$ cat src/common/if_cfg.svh
// fixed addresses and field positions of the fetch stage
// include wherever the vector or boot addresses are built

`ifndef IF_CFG_SVH
`define IF_CFG_SVH

////////////////////////////////////////////////////////////
// debug entry points
////////////////////////////////////////////////////////////

// halt request entry of the debug module
`define IF_DM_HALT_ADDR 32'h1A110800
// exception taken while already in debug mode
`define IF_DM_EXC_ADDR 32'h1A110808

////////////////////////////////////////////////////////////
// boot and vector layout
////////////////////////////////////////////////////////////

// low byte of the first fetch address after boot
`define IF_BOOT_OFFSET 8'h80
// lowest mtvec bit kept in a vector, bits below come from the cause
`define IF_VEC_BASE_LSB 8
// every internal interrupt shares the NMI slot
`define IF_NMI_VEC 5'd31

`endif

$ cat src/common/if_addr_pkg.sv
// address-side types of the fetch stage: PCs and the selectors
// that pick the next fetch address and the trap vector

`default_nettype none

package if_addr_pkg;

  // byte address, also used for every PC
  typedef logic [31:0] addr_t;

  // interrupt vector number, lands at mtvec bits 6..2
  typedef logic [4:0] irq_vec_t;

  // source of the next fetch address
  typedef enum logic [2:0] {
    PC_BOOT = 3'd0,
    PC_JUMP = 3'd1,
    PC_EXC  = 3'd2,
    PC_ERET = 3'd3,
    PC_DRET = 3'd4
  } pc_sel_e;

  // target of a trap
  typedef enum logic [1:0] {
    EXC_PC_EXC     = 2'd0,
    EXC_PC_IRQ     = 2'd1,
    EXC_PC_DBD     = 2'd2,
    EXC_PC_DBG_EXC = 2'd3
  } exc_pc_sel_e;

endpackage

`default_nettype wire

$ cat src/common/if_instr_pkg.sv
// instruction-side types of the fetch stage

`default_nettype none

package if_instr_pkg;

  // full fetched word, compressed or not
  typedef logic [31:0] instr_t;

  // low half word, kept for mtval on compressed instructions
  typedef logic [15:0] instr_c_t;

endpackage

`default_nettype wire

$ cat src/hw/if_id_pipe/if_id_pipe.sv
// instruction side of the fetch stage: takes the prefetch stream,
// flags compressed words, merges bus and PMP errors and fills the IF-ID register

`timescale 1ns/1ps
`default_nettype none

module if_id_pipe import if_addr_pkg::*, if_instr_pkg::*; (
  input  logic     clk_i,
  input  logic     rst_ni,

  // prefetch stream
  input  logic     fetch_valid_i,
  input  instr_t   fetch_rdata_i,
  input  addr_t    fetch_addr_i,
  input  logic     fetch_err_i,
  input  logic     fetch_err_plus2_i,
  input  logic     pmp_err_if_i,
  input  logic     pmp_err_if_plus2_i,

  // pipeline control
  input  logic     id_in_ready_i,
  input  logic     instr_valid_clear_i,
  input  logic     branch_req_i,

  output logic     fetch_ready_o,
  output logic     accept_o,
  output addr_t    fetch_pc_o,
  output logic     if_err_o,

  // IF-ID register
  output logic     instr_valid_id_o,
  output logic     instr_new_id_o,
  output instr_t   instr_rdata_id_o,
  output instr_c_t instr_rdata_c_id_o,
  output logic     instr_is_compressed_id_o,
  output logic     instr_fetch_err_o,
  output logic     instr_fetch_err_plus2_o,
  output addr_t    pc_id_o
);

  logic accept;
  logic instr_is_compressed;
  logic pmp_err_plus2;
  logic instr_err;
  logic instr_err_plus2;
  logic instr_valid_id_d;
  logic instr_valid_id_q;
  logic instr_new_id_q;

  ////////////////////////////////////////////////////////////
  // fetch side
  ////////////////////////////////////////////////////////////

  // ID ready is the only stall source here
  assign fetch_ready_o = id_in_ready_i;
  assign accept        = fetch_valid_i & id_in_ready_i;

  // RVC words never have both low bits set
  assign instr_is_compressed = (fetch_rdata_i[1:0] != 2'b11);

  // a 32-bit word at a halfword offset spills into the next word,
  // whose PMP result comes on the plus2 line
  assign pmp_err_plus2 = fetch_addr_i[1] & ~instr_is_compressed & pmp_err_if_plus2_i;

  // bus error and both PMP checks give one fetch error
  assign instr_err = fetch_err_i | pmp_err_if_i | pmp_err_plus2;

  // mtval needs +2 only when the lower half itself was fine
  assign instr_err_plus2 = (pmp_err_plus2 | fetch_err_plus2_i) & ~pmp_err_if_i;

  assign accept_o   = accept;
  assign fetch_pc_o = fetch_addr_i;
  assign if_err_o   = instr_err;

  ////////////////////////////////////////////////////////////
  // valid and new flags
  ////////////////////////////////////////////////////////////

  // a word taken together with pc_set is squashed, valid then holds
  // until the controller clears it
  assign instr_valid_id_d = (accept & ~branch_req_i) |
                            (instr_valid_id_q & ~instr_valid_clear_i);

  always_ff @(posedge clk_i or negedge rst_ni) begin
    if (!rst_ni) begin
      instr_valid_id_q <= 1'b0;
      instr_new_id_q   <= 1'b0;
    end else begin
      instr_valid_id_q <= instr_valid_id_d;
      // pulses for squashed words too, tracing relies on it
      instr_new_id_q   <= accept;
    end
  end

  assign instr_valid_id_o = instr_valid_id_q;
  assign instr_new_id_o   = instr_new_id_q;

  ////////////////////////////////////////////////////////////
  // IF-ID payload
  ////////////////////////////////////////////////////////////

  // frozen while ID stalls
  always_ff @(posedge clk_i or negedge rst_ni) begin
    if (!rst_ni) begin
      instr_rdata_id_o         <= '0;
      instr_rdata_c_id_o       <= '0;
      instr_is_compressed_id_o <= 1'b0;
      instr_fetch_err_o        <= 1'b0;
      instr_fetch_err_plus2_o  <= 1'b0;
      pc_id_o                  <= '0;
    end else if (accept) begin
      // word goes through unexpanded
      instr_rdata_id_o         <= fetch_rdata_i;
      instr_rdata_c_id_o       <= fetch_rdata_i[15:0];
      instr_is_compressed_id_o <= instr_is_compressed;
      instr_fetch_err_o        <= instr_err;
      instr_fetch_err_plus2_o  <= instr_err_plus2;
      pc_id_o                  <= fetch_addr_i;
    end
  end

  ////////////////////////////////////////////////////////////
  // checks
  ////////////////////////////////////////////////////////////

  // valid may only rise after a handshake on the fetch stream
  // in a cycle without a redirect
  assert property (@(posedge clk_i) disable iff (!rst_ni)
    $rose(instr_valid_id_o) |-> $past(fetch_valid_i && id_in_ready_i && !branch_req_i))
    else $error("instr_valid_id_o rose without an accepted fetch");

endmodule

`default_nettype wire

$ cat src/hw/if_stage.sv
// fetch stage top: address selection, IF-ID register and PC check
// side by side, fed by an external prefetch buffer

`timescale 1ns/1ps
`default_nettype none

module if_stage import if_addr_pkg::*, if_instr_pkg::*; (
  input  logic        clk_i,
  input  logic        rst_ni,

  // address selection
  input  addr_t       boot_addr_i,
  input  logic        pc_set_i,
  input  pc_sel_e     pc_mux_i,
  input  exc_pc_sel_e exc_pc_mux_i,
  input  irq_vec_t    irq_vec_i,
  input  logic        irq_int_i,
  input  logic        irq_shv_i,
  input  addr_t       csr_mtvec_i,
  input  addr_t       csr_mepc_i,
  input  addr_t       csr_depc_i,
  input  addr_t       branch_target_ex_i,
  output logic        fetch_branch_o,
  output addr_t       fetch_branch_addr_o,
  output logic        csr_mtvec_init_o,
  output logic        minhv_o,

  // prefetch stream
  input  logic        fetch_valid_i,
  input  instr_t      fetch_rdata_i,
  input  addr_t       fetch_addr_i,
  input  logic        fetch_err_i,
  input  logic        fetch_err_plus2_i,
  input  logic        pmp_err_if_i,
  input  logic        pmp_err_if_plus2_i,
  output logic        fetch_ready_o,

  // ID stage
  input  logic        id_in_ready_i,
  input  logic        instr_valid_clear_i,
  output logic        instr_valid_id_o,
  output logic        instr_new_id_o,
  output instr_t      instr_rdata_id_o,
  output instr_c_t    instr_rdata_c_id_o,
  output logic        instr_is_compressed_id_o,
  output logic        instr_fetch_err_o,
  output logic        instr_fetch_err_plus2_o,
  output addr_t       pc_id_o,

  output logic        pc_mismatch_alert_o
);

  logic  branch_req;
  logic  accept;
  addr_t fetch_pc;
  logic  if_err;

  assign fetch_branch_o = branch_req;

  next_pc_mux u_next_pc_mux (
    .boot_addr_i         (boot_addr_i),
    .pc_set_i            (pc_set_i),
    .pc_mux_i            (pc_mux_i),
    .exc_pc_mux_i        (exc_pc_mux_i),
    .irq_vec_i           (irq_vec_i),
    .irq_int_i           (irq_int_i),
    .irq_shv_i           (irq_shv_i),
    .csr_mtvec_i         (csr_mtvec_i),
    .csr_mepc_i          (csr_mepc_i),
    .csr_depc_i          (csr_depc_i),
    .branch_target_ex_i  (branch_target_ex_i),
    .fetch_branch_o      (branch_req),
    .fetch_branch_addr_o (fetch_branch_addr_o),
    .csr_mtvec_init_o    (csr_mtvec_init_o),
    .minhv_o             (minhv_o)
  );

  if_id_pipe u_if_id_pipe (
    .clk_i                    (clk_i),
    .rst_ni                   (rst_ni),
    .fetch_valid_i            (fetch_valid_i),
    .fetch_rdata_i            (fetch_rdata_i),
    .fetch_addr_i             (fetch_addr_i),
    .fetch_err_i              (fetch_err_i),
    .fetch_err_plus2_i        (fetch_err_plus2_i),
    .pmp_err_if_i             (pmp_err_if_i),
    .pmp_err_if_plus2_i       (pmp_err_if_plus2_i),
    .id_in_ready_i            (id_in_ready_i),
    .instr_valid_clear_i      (instr_valid_clear_i),
    .branch_req_i             (branch_req),
    .fetch_ready_o            (fetch_ready_o),
    .accept_o                 (accept),
    .fetch_pc_o               (fetch_pc),
    .if_err_o                 (if_err),
    .instr_valid_id_o         (instr_valid_id_o),
    .instr_new_id_o           (instr_new_id_o),
    .instr_rdata_id_o         (instr_rdata_id_o),
    .instr_rdata_c_id_o       (instr_rdata_c_id_o),
    .instr_is_compressed_id_o (instr_is_compressed_id_o),
    .instr_fetch_err_o        (instr_fetch_err_o),
    .instr_fetch_err_plus2_o  (instr_fetch_err_plus2_o),
    .pc_id_o                  (pc_id_o)
  );

  // compares the live fetch address against the registered PC
  pc_integrity_check u_pc_integrity_check (
    .clk_i                    (clk_i),
    .rst_ni                   (rst_ni),
    .accept_i                 (accept),
    .branch_req_i             (branch_req),
    .if_err_i                 (if_err),
    .fetch_pc_i               (fetch_pc),
    .pc_id_i                  (pc_id_o),
    .instr_is_compressed_id_i (instr_is_compressed_id_o),
    .pc_mismatch_alert_o      (pc_mismatch_alert_o)
  );

endmodule

`default_nettype wire

$ cat src/hw/pc_integrity_check.sv
// flags a fetch address that does not follow the instruction in ID
// by 2 or 4 bytes when no branch came in between

`timescale 1ns/1ps
`default_nettype none

module pc_integrity_check import if_addr_pkg::*; (
  input  logic  clk_i,
  input  logic  rst_ni,
  input  logic  accept_i,
  input  logic  branch_req_i,
  input  logic  if_err_i,
  input  addr_t fetch_pc_i,
  input  addr_t pc_id_i,
  input  logic  instr_is_compressed_id_i,
  output logic  pc_mismatch_alert_o
);

  logic  prev_instr_seq_d;
  logic  prev_instr_seq_q;
  addr_t prev_instr_addr_incr;

  // set once a word reaches ID, dropped on any redirect or fetch error
  // since the next address is then not sequential
  assign prev_instr_seq_d = (prev_instr_seq_q | accept_i) & ~branch_req_i & ~if_err_i;

  always_ff @(posedge clk_i or negedge rst_ni) begin
    if (!rst_ni) begin
      prev_instr_seq_q <= 1'b0;
    end else begin
      prev_instr_seq_q <= prev_instr_seq_d;
    end
  end

  // expected PC of the word after the one in ID
  assign prev_instr_addr_incr = pc_id_i + (instr_is_compressed_id_i ? 32'd2 : 32'd4);

  assign pc_mismatch_alert_o = prev_instr_seq_q & (fetch_pc_i != prev_instr_addr_incr);

  // first cycle out of reset has nothing in ID to compare against
  assert property (@(posedge clk_i) $rose(rst_ni) |-> !pc_mismatch_alert_o)
    else $error("pc_mismatch_alert_o high right after reset");

endmodule

`default_nettype wire

$ cat src/hw/pc_select/next_pc_mux.sv
// next fetch address selection and trap vector generation
// purely combinational, drives the branch request to the prefetch buffer

`timescale 1ns/1ps
`default_nettype none

`include "if_cfg.svh"

module next_pc_mux import if_addr_pkg::*; (
  input  addr_t       boot_addr_i,
  input  logic        pc_set_i,
  input  pc_sel_e     pc_mux_i,
  input  exc_pc_sel_e exc_pc_mux_i,
  input  irq_vec_t    irq_vec_i,
  input  logic        irq_int_i,
  input  logic        irq_shv_i,
  input  addr_t       csr_mtvec_i,
  input  addr_t       csr_mepc_i,
  input  addr_t       csr_depc_i,
  input  addr_t       branch_target_ex_i,
  output logic        fetch_branch_o,
  output addr_t       fetch_branch_addr_o,
  output logic        csr_mtvec_init_o,
  output logic        minhv_o
);

  irq_vec_t irq_vec;
  addr_t    exc_pc;
  addr_t    fetch_addr_n;

  ////////////////////////////////////////////////////////////
  // trap vector
  ////////////////////////////////////////////////////////////

  always_comb begin : exc_pc_mux
    // internal interrupts all share the NMI slot
    irq_vec = irq_int_i ? `IF_NMI_VEC : irq_vec_i;

    unique case (exc_pc_mux_i)
      // exceptions go to the mtvec base
      EXC_PC_EXC:     exc_pc = {csr_mtvec_i[31:`IF_VEC_BASE_LSB], 8'h00};
      // vectored mode, one word per cause
      EXC_PC_IRQ:     exc_pc = {csr_mtvec_i[31:`IF_VEC_BASE_LSB], 1'b0, irq_vec, 2'b00};
      EXC_PC_DBD:     exc_pc = `IF_DM_HALT_ADDR;
      EXC_PC_DBG_EXC: exc_pc = `IF_DM_EXC_ADDR;
      default:        exc_pc = {csr_mtvec_i[31:`IF_VEC_BASE_LSB], 8'h00};
    endcase
  end

  ////////////////////////////////////////////////////////////
  // fetch address
  ////////////////////////////////////////////////////////////

  always_comb begin : fetch_addr_mux
    unique case (pc_mux_i)
      PC_BOOT: fetch_addr_n = {boot_addr_i[31:`IF_VEC_BASE_LSB], `IF_BOOT_OFFSET};
      PC_JUMP: fetch_addr_n = branch_target_ex_i;
      PC_EXC:  fetch_addr_n = exc_pc;
      // return from trap
      PC_ERET: fetch_addr_n = csr_mepc_i;
      // return from debug mode
      PC_DRET: fetch_addr_n = csr_depc_i;
      default: fetch_addr_n = {boot_addr_i[31:`IF_VEC_BASE_LSB], `IF_BOOT_OFFSET};
    endcase
  end

  // every pc_set becomes a branch in the same cycle
  assign fetch_branch_o      = pc_set_i;
  // fetch is halfword aligned, drop bit 0
  assign fetch_branch_addr_o = {fetch_addr_n[31:1], 1'b0};

  // hardware vectoring flag for the CLIC, reported on the trap path
  assign minhv_o = (pc_mux_i == PC_EXC) & irq_shv_i;

  // the CSR file loads mtvec from the boot address on the first jump
  assign csr_mtvec_init_o = pc_set_i & (pc_mux_i == PC_BOOT);

  ////////////////////////////////////////////////////////////
  // checks
  ////////////////////////////////////////////////////////////

  // selectors and boot address must be sane whenever pc_set is up
  always_comb begin : sel_checks
    if (pc_set_i) begin
      // the controller only ever sends one of the five sources
      assert (!$isunknown(pc_mux_i) && (pc_mux_i inside {PC_BOOT, PC_JUMP, PC_EXC,
                                                         PC_ERET, PC_DRET}))
        else $error("pc_mux_i unknown or out of range on pc_set_i");
      assert (!$isunknown(exc_pc_mux_i))
        else $error("exc_pc_mux_i unknown on pc_set_i");
      // boot offset overwrites the low byte, so the SoC must align it
      assert (boot_addr_i[7:0] == 8'h00)
        else $error("boot_addr_i not 256-byte aligned");
    end
  end

endmodule

`default_nettype wire

$ cat config.mk
export PLATFORM = sky130hd
export DESIGN_NAME = if_stage
export DESIGN_NICKNAME = d
export VERILOG_FILES = /design/src/common/if_addr_pkg.sv /design/src/common/if_instr_pkg.sv /design/src/hw/if_id_pipe/if_id_pipe.sv /design/src/hw/if_stage.sv /design/src/hw/pc_integrity_check.sv /design/src/hw/pc_select/next_pc_mux.sv
export VERILOG_INCLUDE_DIRS = /design/src /design/src/common
export SDC_FILE = /design/constraint.sdc
export NUM_CORES = 1
export LEC_CHECK = 0
export BUFFER_PORTS_ARGS = -buffer_cell sky130_fd_sc_hd__buf_2
export CORE_AREA = 2 2 143 145
export CTS_BUF_LIST = sky130_fd_sc_hd__clkbuf_4 sky130_fd_sc_hd__clkbuf_8
export DETAILED_ROUTE_END_ITERATION = 10
export DIE_AREA = 0 0 145 147
export PLACE_DENSITY = 0.66
export SLEW_MARGIN = 25
export SYNTH_ARGS = -nofsm -noshare
export SYNTH_HDL_FRONTEND = slang
export SYNTH_SLANG_ARGS = --single-unit
$ cat constraint.sdc
create_clock -name clk_i -period 3.08 [get_ports clk_i]
set_clock_uncertainty 0.05 [all_clocks]
set_input_delay 0.154 -clock clk_i [delete_from_list [all_inputs] [get_ports clk_i]]
set_output_delay 0.154 -clock clk_i [all_outputs]
set_load 0.005 [all_outputs]
==> results.ini <==
[status]
outcome = finished, violations left
violations = setup timing

[critical_path]
cp.arrival_ns = 3.07
cp_max_fo = 6
worst_setup_path_start_kind = flip-flop
critical_path.top_delay_family = simple AND/OR/NAND/NOR gates
path_cells = ha_2, inv_1, fa_2, nand4b_4, nor4_4, nand4_1, o21bai_1, a21oi_1, or3_1, o41a_1, buf_2
endpoint_kind = output pin
path_buf_inv = 2
slowest_delay_ns = 0.44
crit_type = reg -> out
cp_slowest_cell = o41a_1
worstPathRequired_ns = 2.88

[place]
dp_slack_ns = -0.0472
place.gp.congestion = 0.896
placedCellCount = 1197
io_buffers = 347
dp.final_hpwl_um = 16000

[grt]
grtUsageTotal_pct = 18.3
grt_max_degree = 71
overflow = 0
grt_pass1_wl_um = 31300
grt_pass1_vias = 5910
antenna_found_initial = 2

[synth]
syn_nets = 860
synth_edf_count = 0
synth_cells = 611
ys.flop_type = dfrtp_1
syn_avg_cell_area_um2 = 8.55
yosys_register_bits = 70
yosysUniqueCellTypes = 62
synth_warnings = 0
ys_seq_area_share_pct = 33.5
syn-cell-area_um2 = 5220
synthArstFlopShare_pct = 100

[sta]
period_share_pct = 106
slew_viol_final = 0
rsz0062_at_grt = true
max_slew.worst_pin.slew_ns = 0.911
final-hold-violation-count = 0
holdWs_ns = 0.0159
setup_ws_ns = -0.191
finalCriticalPeriod_ns = 3.27
setup_violations = 1
setup_tns_ns = -0.191
slew_headroom_pct = 39.2
fmax_ghz = 0.306

[routing]
vias = 6013
avgViaCountPerCell = 4.75
ant_nets = 0
avgRoutedWirePerCell_um = 16.1
drt-initial-drc-count = 260
totalWireLength_um = 20300
route.detailed.drc = 0
dr.pass1.iters = 4

[finish]
drive_above_1_share_pct = 46.9
fillCellCount = 2031
multiInputGateArea_um2 = 3100
area_delta_synth_final_pct = 51.5
nets = 1238
final_cells = 1265
layout_commonest_cell = buf_2
final_cell_mix = buf_2, dfrtp_1, nor2_1, mux2_2, a21oi_1
register_area_um2 = 1750

[job]
cap_violations = 0

[hold_path]
worst_hold_path_type = in -> reg

[power]
p_leak_nw = 3.76
ir_drop_mv = 0.159
power_density_nw_per_um2 = 379
power_w = 0.00300

[clock_tree]
cts_max_level = 3
cts_buffers = 9
clock_sink_count = 70
post_cts.repair.setup_buffers = 0
ctsRootBufferMaster = clkbuf_8
cts_tree = done
clkTransAtPathRegs_ns = 0.09
cts_buffer_depth = 2
clk_latency_ns = 0.35

[floorplanning]
dieWidth_um = 145
num_io_pins = 368
row_count = 52
start_util_pct = 26.3
core_um2 = 19800
fp.dieH_um = 147
die_area_um2 = 21300

[power by group]
group / internal, W / total (W) / switching (W)
sequential: 0.00105 / 0.00120 / 0.000149
combinational: 0.000598 / 0.00114 / 0.000539
clock: 0.000286 / 0.000662 / 0.000376
total: 0.00193 / 0.00300 / 0.00106
[synth_stat cells (8+ instances only)]
master / n / share of area, %
nor3_1: 12 / 1.2
nand2_1: 52 / 3.7
clkbuf_1: 24 / 1.7
a21oi_1: 56 / 5.4
xnor2_1: 27 / 4.5
o21a_1: 16 / 2.3
mux2i_1: 8 / 1.5
dfrtp_1: 70 / 34
nand2b_1: 8 / 0.96
o21ai_0: 32 / 3.1
a31oi_1: 9 / 1.1
inv_1: 33 / 2.4
nor2_1: 60 / 4.3
xor2_1: 11 / 1.8
o22ai_1: 16 / 1.9
buf_4: 19 / 2.7
mux2_2: 59 / 13
[area by class of cell]
class                           count  area share [%]
Antenna cell                        2          0.0633
Clock buffer                        9            1.57
Clock inverter                      6           0.506
Inverter                           34            1.61
Multi-Input combinational cell    454            39.2
Sequential cell                    70            22.1
Tap cell                          270            4.27
Timing Repair Buffer              420            30.7
[sequential cells by signal, summed over array words and instances, names as in the netlist]
register                               cells
u_if_id_pipe.instr_is_compressed_id_o      1
u_if_id_pipe.pc_id_o                      32
u_if_id_pipe.instr_rdata_id_o             17
u_if_id_pipe.instr_new_id_o                1
u_if_id_pipe.instr_valid_id_o              1
u_if_id_pipe.instr_rdata_c_id_o           15
u_if_id_pipe.instr_fetch_err_o             1
u_pc_integrity_check.prev_instr_seq_q      1
u_if_id_pipe.instr_fetch_err_plus2_o       1
[stage by stage]
step	util (%)	cell area, µm²
2_1_floorplan	-	5220
3_3_place_gp	36.3	7200
3_5_place_dp	36.3	7200
4_1_cts	39.8	7900
5_1_grt	39.9	7910
6_report	39.9	7910
[path summary, 6_finish.rpt]
kind,slack [ns],from,to,cells past startpoint
max reg2reg,1.66,u_if_id_pipe.instr_is_compressed_id_o,u_if_id_pipe.instr_is_compressed_id_o,4
min,0.02,fetch_addr_i[16],u_if_id_pipe.pc_id_o[16],2
max,-0.19,u_if_id_pipe.instr_is_compressed_id_o,pc_mismatch_alert_o,11
max in group asynchronous,1.96,rst_ni,u_if_id_pipe.pc_id_o[24],2
min reg2reg,0.44,u_if_id_pipe.instr_fetch_err_plus2_o,u_if_id_pipe.instr_fetch_err_plus2_o,2
min in group asynchronous,0.42,rst_ni,u_if_id_pipe.instr_rdata_c_id_o[11],2
[logic make-up after synthesis]
| group | synth area share [%] |
|---|---|
| flops | 33.5 |
| buf+inv | 8.00 |
| fa+ha+maj | 0.862 |
| xor+xnor | 6.37 |
| other cells | 0.0718 |
| mux | 14.3 |
| simple gates | 18.8 |
| compound gates | 18.1 |
[metal layers]
metal	up-vias	GRT usage (%)	share of wire (%)
met5	-	0	0
met4	0	10.2	4.1
met3	43	3.45	5.6
met2	276	33.9	53
met1	2804	19.7	38
li1	2890	-	-
[what timing repair did]
item | CTS | global route
gates resized for setup | 5 | 1
hold buffers | 51 | 0
pin swaps | 2 | 0
setup endpoints to repair | 1 | 1
endpoints found under the hold margin | 118 | 0
(Power assumes the default switching activity.)
